[config.mk]
export PLATFORM = sky130hd
export DESIGN_NAME = ncpu_rf_top
export DESIGN_NICKNAME = d
export VERILOG_FILES = /design/src/hw/ncpu_rf_pkg.sv /design/src/hw/alu.sv /design/src/hw/apb_cmd_regs.sv /design/src/hw/exec_pipe.sv /design/src/hw/ncpu_rf_top.sv /design/src/hw/regfile_2r1w.sv /design/src/hw/sdpram_sclk.sv
export SDC_FILE = /design/constraint.sdc
export NUM_CORES = 2
export LEC_CHECK = 0
export BUFFER_PORTS_ARGS = -buffer_cell sky130_fd_sc_hd__clkbuf_2
export CORE_MARGIN = 2
export CORE_UTILIZATION = 30
export CTS_BUF_LIST = sky130_fd_sc_hd__clkbuf_16
export CTS_CLUSTER_SIZE = 12
export DETAILED_ROUTE_END_ITERATION = 8
export PLACE_DENSITY = 0.56
export REMOVE_ABC_BUFFERS = 1
export SLEW_MARGIN = 0
export SYNTH_ARGS = -nofsm -noshare
export SYNTH_HDL_FRONTEND = slang
export SYNTH_SLANG_ARGS = --single-unit
export TNS_END_PERCENT = 50
[constraint.sdc]
create_clock -name clk -period 7.9 [get_ports clk]
set_input_delay 1.58 -clock clk [delete_from_list [all_inputs] [get_ports clk]]
set_output_delay 1.58 -clock clk [all_outputs]
set_load 0.03 [all_outputs]
[src/hw/ncpu_rf_pkg.sv]
// ********************
// ncpu register-file slice shared definitions.
// opcodes, apb register map and command word layout.
// ********************
package ncpu_rf_pkg;

   // ********************
   // alu opcodes, every other code is illegal.
   typedef enum logic [3:0] {
      OP_ADD = 4'h0,   // rd = rs1 + rs2.
      OP_SUB = 4'h1,   // rd = rs1 - rs2.
      OP_AND = 4'h2,   // rd = rs1 & rs2.
      OP_OR  = 4'h3,   // rd = rs1 | rs2.
      OP_XOR = 4'h4,   // rd = rs1 ^ rs2.
      OP_LDI = 4'h5    // rd = immediate.
   } alu_op_e;

   // ********************
   // apb register map.
   localparam int PADDR_W = 4;                          // byte address width.

   localparam logic [PADDR_W-1:0] ADDR_IMM    = 4'h0;  // immediate, r/w.
   localparam logic [PADDR_W-1:0] ADDR_CMD    = 4'h4;  // command, write issues.
   localparam logic [PADDR_W-1:0] ADDR_RESULT = 4'h8;  // last result, ro.
   localparam logic [PADDR_W-1:0] ADDR_COUNT  = 4'hC;  // retired count, ro.

   // ********************
   // command word layout, one field per byte.
   // register fields use the low AW bits of their byte.
   localparam int CMD_OP_LSB  = 0;    // opcode.
   localparam int CMD_RD_LSB  = 8;    // destination.
   localparam int CMD_RS1_LSB = 16;   // first source.
   localparam int CMD_RS2_LSB = 24;   // second source.

endpackage

[src/hw/alu.sv]
// ********************
// combinational alu.
// add, sub, logic ops and immediate load.
// ********************
`timescale 1ns/100ps

module alu #(
   parameter int DW = 32
) (
   input  ncpu_rf_pkg::alu_op_e op,
   input  logic [DW-1:0]        a,
   input  logic [DW-1:0]        b,
   input  logic [DW-1:0]        imm,
   output logic [DW-1:0]        y
);

   import ncpu_rf_pkg::*;

   // arithmetic wraps at DW bits.
   always_comb begin
      case (op)
         OP_ADD: begin
            y = a + b;            // sum.
         end
         OP_SUB: begin
            y = a - b;            // difference.
         end
         OP_AND: begin
            y = a & b;
         end
         OP_OR: begin
            y = a | b;
         end
         OP_XOR: begin
            y = a ^ b;
         end
         OP_LDI: begin
            y = imm;              // immediate load.
         end
         default: begin
            y = '0;               // illegal codes never get issued.
         end
      endcase
   end

endmodule

[src/hw/apb_cmd_regs.sv]
// ********************
// apb slave for the execution slice.
// holds the immediate, issues commands, reports result and count.
// ********************
`timescale 1ns/100ps

module apb_cmd_regs #(
   parameter int AW = 5,
   parameter int DW = 32
) (
   input  logic                            clk,
   input  logic                            rst_n,
   input  logic                            psel,
   input  logic                            penable,
   input  logic                            pwrite,
   input  logic [ncpu_rf_pkg::PADDR_W-1:0] paddr,
   input  logic [DW-1:0]                   pwdata,
   output logic [DW-1:0]                   prdata,
   output logic                            pready,
   output logic                            pslverr,
   output logic                            issue,
   output ncpu_rf_pkg::alu_op_e            op,
   output logic [AW-1:0]                   rd,
   output logic [AW-1:0]                   rs1,
   output logic [AW-1:0]                   rs2,
   output logic [DW-1:0]                   imm,
   input  logic                            wb_valid,
   input  logic [DW-1:0]                   result
);

   import ncpu_rf_pkg::*;

   logic          access;       // apb access phase.
   logic          op_legal;     // opcode field names a real op.
   logic          err;          // access is rejected.
   logic [DW-1:0] imm_q;        // immediate register.
   logic [15:0]   count_q;      // retired commands.

   assign access = psel && penable;
   assign pready = 1'b1;        // no wait states.

   // command fields straight off the write data.
   assign op  = alu_op_e'(pwdata[CMD_OP_LSB +: $bits(alu_op_e)]);
   assign rd  = pwdata[CMD_RD_LSB  +: AW];
   assign rs1 = pwdata[CMD_RS1_LSB +: AW];
   assign rs2 = pwdata[CMD_RS2_LSB +: AW];
   assign imm = imm_q;

   // only legality check on the opcode.
   always_comb begin
      case (op)
         OP_ADD, OP_SUB, OP_AND, OP_OR, OP_XOR, OP_LDI: op_legal = 1'b1;
         default:                                       op_legal = 1'b0;
      endcase
   end

   // ********************
   // decode.
   always_comb begin
      case (paddr)
         ADDR_IMM:    err = 1'b0;
         ADDR_CMD:    err = pwrite && !op_legal;   // bad opcode.
         ADDR_RESULT: err = pwrite;                // read only.
         ADDR_COUNT:  err = pwrite;                // read only.
         default:     err = 1'b1;                  // unmapped.
      endcase
   end

   assign pslverr = access && err;
   assign issue   = access && pwrite && (paddr == ADDR_CMD) && op_legal;

   always_comb begin
      prdata = '0;                                  // cmd reads zero.
      if (access && !pwrite) begin
         case (paddr)
            ADDR_IMM:    prdata = imm_q;
            ADDR_RESULT: prdata = result;
            ADDR_COUNT:  prdata = DW'(count_q);     // zero extended.
            default:     prdata = '0;
         endcase
      end
   end

   always_ff @(posedge clk or negedge rst_n) begin
      if (!rst_n) begin
         imm_q   <= '0;
         count_q <= '0;
      end else begin
         if (access && pwrite && (paddr == ADDR_IMM)) imm_q <= pwdata;
         if (wb_valid) count_q <= count_q + 16'd1;  // wraps at 2^16.
      end
   end

endmodule

[src/hw/exec_pipe.sv]
// ********************
// execution pipe: issue, operand and writeback stages.
// wraps the register file and the alu.
// ********************
`timescale 1ns/100ps

module exec_pipe #(
   parameter int AW = 5,
   parameter int DW = 32
) (
   input  logic                 clk,
   input  logic                 rst_n,
   input  logic                 issue,
   input  ncpu_rf_pkg::alu_op_e op,
   input  logic [AW-1:0]        rd,
   input  logic [AW-1:0]        rs1,
   input  logic [AW-1:0]        rs2,
   input  logic [DW-1:0]        imm,
   output logic                 wb_valid,
   output logic [DW-1:0]        result
);

   import ncpu_rf_pkg::*;

   // ********************
   // operand stage state.
   logic          opnd_valid;      // operands arrive this cycle.
   alu_op_e       opnd_op;         // opcode riding with the read.
   logic [AW-1:0] opnd_rd;         // destination riding with the read.
   logic [DW-1:0] opnd_imm;        // immediate riding with the read.
   logic [DW-1:0] rdata1;          // source 1 from the register file.
   logic [DW-1:0] rdata2;          // source 2 from the register file.
   logic [DW-1:0] alu_y;           // alu output.

   // ********************
   // writeback stage state.
   logic [AW-1:0] wb_rd;           // destination of the writeback.
   logic [DW-1:0] result_q;        // last value written back.
   logic          wb_valid_q;      // writeback this cycle.

   always_ff @(posedge clk or negedge rst_n) begin
      if (!rst_n) begin
         opnd_valid <= 1'b0;
         wb_valid_q <= 1'b0;
         result_q   <= '0;
      end else begin
         opnd_valid <= issue;
         wb_valid_q <= opnd_valid;
         if (opnd_valid) result_q <= alu_y;   // held until the next command.
      end
   end

   // payload follows the valid bits.
   always_ff @(posedge clk) begin
      if (issue) begin
         opnd_op  <= op;
         opnd_rd  <= rd;
         opnd_imm <= imm;
      end
      if (opnd_valid) wb_rd <= opnd_rd;
   end

   regfile_2r1w #(.AW(AW), .DW(DW)) u_rf (
      .clk    (clk),
      .rst_n  (rst_n),
      .re     (issue),          // read at issue.
      .rs1    (rs1),
      .rs2    (rs2),
      .rd     (wb_rd),
      .we     (wb_valid_q),     // write two cycles later.
      .wdata  (result_q),
      .rdata1 (rdata1),
      .rdata2 (rdata2));

   alu #(.DW(DW)) u_alu (
      .op  (opnd_op),
      .a   (rdata1),
      .b   (rdata2),
      .imm (opnd_imm),
      .y   (alu_y));

   assign wb_valid = wb_valid_q;   // r0 writes still retire.
   assign result   = result_q;

endmodule

[src/hw/ncpu_rf_top.sv]
// ********************
// top level of the register-file execution slice.
// apb command block in front of the execution pipe.
// ********************
`timescale 1ns/100ps

module ncpu_rf_top #(
   parameter int AW = 5,
   parameter int DW = 32
) (
   input  logic                            clk,
   input  logic                            rst_n,
   input  logic                            psel,
   input  logic                            penable,
   input  logic                            pwrite,
   input  logic [ncpu_rf_pkg::PADDR_W-1:0] paddr,
   input  logic [DW-1:0]                   pwdata,
   output logic [DW-1:0]                   prdata,
   output logic                            pready,
   output logic                            pslverr
);

   import ncpu_rf_pkg::*;

   logic          issue;      // command pulse.
   alu_op_e       op;         // command opcode.
   logic [AW-1:0] rd;         // destination index.
   logic [AW-1:0] rs1;        // first source index.
   logic [AW-1:0] rs2;        // second source index.
   logic [DW-1:0] imm;        // immediate operand.
   logic          wb_valid;   // retirement pulse.
   logic [DW-1:0] result;     // last result.

   apb_cmd_regs #(.AW(AW), .DW(DW)) u_regs (
      .clk(clk), .rst_n(rst_n), .psel(psel), .penable(penable), .pwrite(pwrite),
      .paddr(paddr), .pwdata(pwdata), .prdata(prdata), .pready(pready),
      .pslverr(pslverr), .issue(issue), .op(op), .rd(rd), .rs1(rs1), .rs2(rs2),
      .imm(imm), .wb_valid(wb_valid), .result(result));

   exec_pipe #(.AW(AW), .DW(DW)) u_pipe (
      .clk(clk), .rst_n(rst_n), .issue(issue), .op(op), .rd(rd), .rs1(rs1),
      .rs2(rs2), .imm(imm), .wb_valid(wb_valid), .result(result));

endmodule

[src/hw/regfile_2r1w.sv]
// ********************
// two-read, one-write register file.
// two ram copies share the write port, r0 reads as zero.
// ********************
`timescale 1ns/100ps

module regfile_2r1w #(
   parameter int AW = 5,
   parameter int DW = 32
) (
   input  logic          clk,
   input  logic          rst_n,
   input  logic          re,
   input  logic [AW-1:0] rs1,
   input  logic [AW-1:0] rs2,
   input  logic [AW-1:0] rd,
   input  logic          we,
   input  logic [DW-1:0] wdata,
   output logic [DW-1:0] rdata1,
   output logic [DW-1:0] rdata2
);

   logic          we_ram;                // write enable, r0 masked.
   logic          rs1_zero;              // last rs1 read was r0.
   logic          rs2_zero;              // last rs2 read was r0.
   logic [DW-1:0] dout1;                 // raw word, port 1.
   logic [DW-1:0] dout2;                 // raw word, port 2.

   assign we_ram = we && (rd != '0);     // r0 is never written.

   always_ff @(posedge clk or negedge rst_n) begin
      if (!rst_n) begin
         rs1_zero <= 1'b0;
         rs2_zero <= 1'b0;
      end else if (re) begin
         rs1_zero <= (rs1 == '0);        // tracks the read in flight.
         rs2_zero <= (rs2 == '0);
      end
   end

   // one copy per read port, same write data.
   sdpram_sclk #(.AW(AW), .DW(DW)) u_ram1 (
      .clk(clk), .rst_n(rst_n), .raddr(rs1), .re(re),
      .waddr(rd), .we(we_ram), .din(wdata), .dout(dout1));
   sdpram_sclk #(.AW(AW), .DW(DW)) u_ram2 (
      .clk(clk), .rst_n(rst_n), .raddr(rs2), .re(re),
      .waddr(rd), .we(we_ram), .din(wdata), .dout(dout2));

   assign rdata1 = rs1_zero ? '0 : dout1;   // r0 forced to zero.
   assign rdata2 = rs2_zero ? '0 : dout2;

endmodule

[src/hw/sdpram_sclk.sv]
// ********************
// simple dual-port ram, single clock.
// registered read, same-address write goes through a bypass.
// ********************
`timescale 1ns/100ps

module sdpram_sclk #(
   parameter int AW = 5,
   parameter int DW = 32
) (
   input  logic          clk,
   input  logic          rst_n,
   input  logic [AW-1:0] raddr,
   input  logic          re,
   input  logic [AW-1:0] waddr,
   input  logic          we,
   input  logic [DW-1:0] din,
   output logic [DW-1:0] dout
);

   localparam int DEPTH = 1 << AW;   // words in the array.

   logic [DW-1:0] mem [DEPTH];       // storage array.
   logic [DW-1:0] dout_r;            // registered array word.
   logic [DW-1:0] din_r;             // write data seen on the last read.
   logic          bypass;            // last read collided with a write.

   // array starts all zero, r0 relies on it.
   initial begin
      for (int i = 0; i < DEPTH; i++) begin
         mem[i] = '0;
      end
   end

   // ********************
   // bypass tracking.
   always_ff @(posedge clk or negedge rst_n) begin
      if (!rst_n) begin
         bypass <= 1'b0;
      end else if (re) begin
         bypass <= we && (waddr == raddr);   // held until the next read.
      end
   end

   always_ff @(posedge clk) begin
      if (re) din_r <= din;                   // captured on every read.
   end

   // ********************
   // array write and read.
   always @(posedge clk) begin
      if (we) mem[waddr] <= din;
      if (re) dout_r <= mem[raddr];           // old word on a collision.
   end

   assign dout = bypass ? din_r : dout_r;     // fresh data wins.

endmodule

==> insert_results.sql <==
INSERT INTO impl_metrics (metric_group, metric, value, unit) VALUES
('worst_setup_path', 'critPathMaxStageDelay', '0.94', 'ns'),
('outcome', 'run_status', 'complete, no violations', ''),
('clock_tree', 'clock_latency', '0.80', 'ns'),
('timing', 'finClkSkew', '0.0280', 'ns'),
('placement', 'hpwlAfterDp', '107000', 'um'),
('clock_tree', 'cts-root-to-sink-buffers', '3', ''),
('timing', 'fmaxAchievable', '180', 'MHz'),
('worst_setup_path', 'critical_path.slowest_cell', 'dfrtp_2', ''),
('floorplan', 'design.core.area', '199000', 'um^2'),
('finish', 'layout-area-overhead-vs-synth', '13.9', '%'),
('clock_tree', 'cts.repair.resized', '0', ''),
('finish', 'post_route_cells_drive_above_1_share', '35.2', '%'),
('drt', 'drtIter0Drc', '3388', ''),
('drt', 'detail_route.vias_per_cell', '5.47', ''),
('finish', 'finalNetCount', '3420', ''),
('worst_setup_path', 'cp_data_required_time', '8.53', 'ns'),
('timing', 'post-route-period-util', '70.2', '%'),
('global_routing', 'antenna_violations_before_repair', '2', ''),
('worst_setup_path', 'crit_fanout', '39', ''),
('logic_synthesis', 'share_of_flip_flops_with_an_asynchronous_set_or_reset_after_synthesis', '6.87', '%'),
('clock_tree', 'htreeDepth', '4', ''),
('power_and_ir_drop', 'power_density', '206', 'nW/um^2'),
('worst_setup_path', 'critical_path_start_end_classification', 'reg2reg', ''),
('worst_setup_path', 'critical_path.most_common_cell', 'o21ai_0', ''),
('floorplan', 'top_level_ports', '75', ''),
('timing', 'setup_viol_count_final', '0', ''),
('drt', 'avgRoutedWirePerCell', '30.2', 'um'),
('timing', 'relSlewSlack', '12.3', '%'),
('worst_setup_path', 'end_kind', 'flop', ''),
('clock_tree', 'ctsHoldBuffers', '0', ''),
('finish', 'post-route-util', '34.3', '%'),
('timing', 'final-hold-violation-count', '0', ''),
('placement', 'place_ws', '2.46', 'ns'),
('flow_run', 'drv_cap', '0', ''),
('placement', 'postPlaceCellArea', '64300', 'um^2'),
('global_routing', 'grt_start_max_net_pins', '126', ''),
('clock_tree', 'cts_made_buffers', '136', ''),
('finish', 'post_layout_nonfiller_instances', '6044', ''),
('timing', 'worstMarginPinSlew', '1.32', 'ns'),
('drt', 'remaining_drc_errors', '0', ''),
('worst_setup_path', 'crit_family', 'simple AND/OR/NAND/NOR gates', ''),
('timing', 'final_max_slew_viol_count', '0', ''),
('power_and_ir_drop', 'max-vdd-ir-drop', '0.000230', 'V'),
('worst_setup_path', 'worstPathBufferInverterCount', '1', ''),
('logic_synthesis', 'syn-cell-area', '60100', 'um^2'),
('placement', 'buffer_ports.inserted', '73', ''),
('floorplan', 'dieWidth', '452', 'um'),
('drt', 'drt-total-wl', '183000', 'um'),
('floorplan', 'start_util', '30.1', '%'),
('clock_tree', 'clk_root_buffer_cell', 'clkbuf_16', ''),
('timing', 'rsz0062_at_grt', 'no', ''),
('finish', 'final_cell_area', '68500', 'um^2'),
('floorplan', 'floorplan.die_area', '204000', 'um^2'),
('timing', 'period_minus_slack', '5.55', 'ns'),
('clock_tree', 'clock-sinks', '1252', ''),
('logic_synthesis', 'yosys_register_bits', '1252', ''),
('drt', 'drt_pre_antenna_iters', '8', ''),
('drt', 'num_vias', '33100', ''),
('timing', 'post_layout_worst_setup_margin', '2.35', 'ns'),
('clock_tree', 'cts_tree', 'built', ''),
('power_and_ir_drop', 'power_leakage', '0.0204', 'uW'),
('global_routing', 'gr-total-overflow', '0', ''),
('placement', 'routabilityCongestion', '0.890', ''),
('clock_tree', 'clkSlewWorstSetupHoldPaths', '0.06', 'ns'),
('logic_synthesis', 'synth_ff_type', 'edfxtp_1', ''),
('logic_synthesis', 'ys_seq_area_share', '61.8', '%'),
('logic_synthesis', 'synth-warning-count', '0', ''),
('placement', 'dpl.cell_count', '5803', ''),
('logic_synthesis', 'synth_edf_count', '1166', ''),
('global_routing', 'track_usage', '17.7', '%'),
('timing', 'hold-worst-slack', '0.421', 'ns');
## cell usage after synthesis (3+ instances only)
| cell type | instances | share of area [%] |
|---|---|---|
| a211oi_1 | 7 | 0.087 |
| a21o_1 | 17 | 0.21 |
| a21oi_1 | 57 | 0.47 |
| a221o_1 | 7 | 0.12 |
| a221oi_1 | 19 | 0.28 |
| a22oi_1 | 40 | 0.50 |
| a31oi_1 | 8 | 0.083 |
| and3_1 | 7 | 0.073 |
| buf_1 | 59 | 0.37 |
| buf_2 | 7 | 0.058 |
| clkbuf_1 | 155 | 0.97 |
| dfrtp_1 | 86 | 3.6 |
| edfxtp_1 | 1166 | 58 |
| ha_1 | 93 | 1.9 |
| inv_1 | 72 | 0.45 |
| mux2_2 | 114 | 2.1 |
| mux2i_1 | 65 | 1.1 |
| mux4_2 | 640 | 24 |
| nand2_1 | 81 | 0.51 |
| nand2b_1 | 4 | 0.042 |
| nand3_1 | 21 | 0.17 |
| nand3b_1 | 6 | 0.075 |
| nand4_1 | 8 | 0.083 |
| nor2_1 | 139 | 0.87 |
| nor2b_1 | 7 | 0.073 |
| nor3_1 | 13 | 0.11 |
| o211ai_1 | 9 | 0.11 |
| o21a_1 | 3 | 0.037 |
| o21ai_0 | 55 | 0.46 |
| o221ai_1 | 11 | 0.16 |
| o2bb2ai_1 | 14 | 0.20 |
| o31ai_1 | 9 | 0.11 |
| o41ai_1 | 3 | 0.044 |
| or2_2 | 34 | 0.35 |
| or3_1 | 7 | 0.073 |
| or4_1 | 4 | 0.050 |
| xnor2_1 | 63 | 0.92 |
| xor2_1 | 22 | 0.32 |
## report_power, final
part	total, uW	internal, uW	switching [uW]	leakage (uW)
Sequential	7260	7220	40.1	0.0107
Combinational	755	359	397	0.00757
Clock	6100	3400	2700	0.00221
Total	14100	11000	3130	0.0204
## stage by stage
step                total power, uW  setup TNS, ns
detailed placement             8160              0
floorplan                      7770       -2286.86
global route                  14500              0
global placement               8160              0
CTS                           14200              0
finish                        14100              0
## final timing paths
kind                                      start                         to  slack [ns]  depth (start not counted)
hold reg to reg               u_pipe.opnd_rd[3]            u_pipe.wb_rd[3]        0.42                          0
min in group asynchronous                 rst_n             u_regs.imm[30]        0.73                          1
max in group asynchronous                 rst_n  u_pipe.u_rf.u_ram1.bypass        5.83                          2
hold / removal                u_pipe.opnd_rd[3]            u_pipe.wb_rd[3]        0.42                          0
setup / recovery           u_pipe.u_rf.rs2_zero          u_pipe.result[31]        2.35                         18
setup reg to reg           u_pipe.u_rf.rs2_zero          u_pipe.result[31]        2.35                         18
## flip-flops by register name, indices dropped and copies added (netlist names), 16 cells and up
register	flops
u_pipe.opnd_imm	32
u_pipe.u_rf.u_ram1.din_r	32
u_regs.count_q	16
u_regs.imm	32
u_pipe.result	32
u_pipe.u_rf.u_ram1.mem	32
u_pipe.u_rf.u_ram2.mem	992
u_pipe.u_rf.u_ram2.dout_r	32
u_pipe.u_rf.u_ram1.dout_r	32
## cell usage in the layout, fill, tap and decap left out, drive strengths merged, types with 4 or more instances in the layout
cell,Yosys,final
a211oi,7,7
a21o,17,17
a21oi,57,57
a221o,7,7
a221oi,19,19
a22oi,40,40
a31oi,8,8
and3,7,7
buf,70,108
bufinv,0,6
clkbuf,155,201
clkinv,1,51
conb,2,33
dfrtp,86,86
edfxtp,1166,1166
ha,93,93
inv,72,116
mux2,114,114
mux2i,65,65
mux4,640,640
nand2,81,81
nand2b,4,4
nand3,21,21
nand3b,6,6
nand4,8,8
nor2,139,139
nor2b,7,7
nor3,15,15
nor4,4,4
o211ai,9,9
o21ai,55,55
o221ai,11,11
o2bb2ai,14,14
o31ai,9,9
o41ai,5,5
or2,34,34
or3,7,7
or4,4,4
xnor2,63,63
xor2,22,22
## logic make-up after synthesis
family                     share of synthesized area (%)
other                                             0.0125
buffers and inverters                               1.91
xor gates and xnor gates                            1.24
DFF                                                 61.8
AOI/OAI and AO/OA                                   3.16
and+or+nand+nor                                     2.70
muxes                                               27.2
adders and majority gates                           1.97
## final cells by class
class                      instances  area (um^2)
clock buffer                     139         3480
multi-input combinational       1652        22200
tap                             2656         3320
sequential                      1252        37200
clock inverter                   102          729
inverter                          73          274
fill                           18800       131000
timing repair buffer             170         1280
## routing by layer
layer  share of wire (%)  vias up  track usage (%)
met5                   0        -                0
met4                 3.3        0             5.85
met3                 6.2      291             2.88
met2                  51     1286             30.7
met1                  39    18000             22.6
li1                    -    13500                -
No activity file was read; power rests on OpenSTA's default activity.
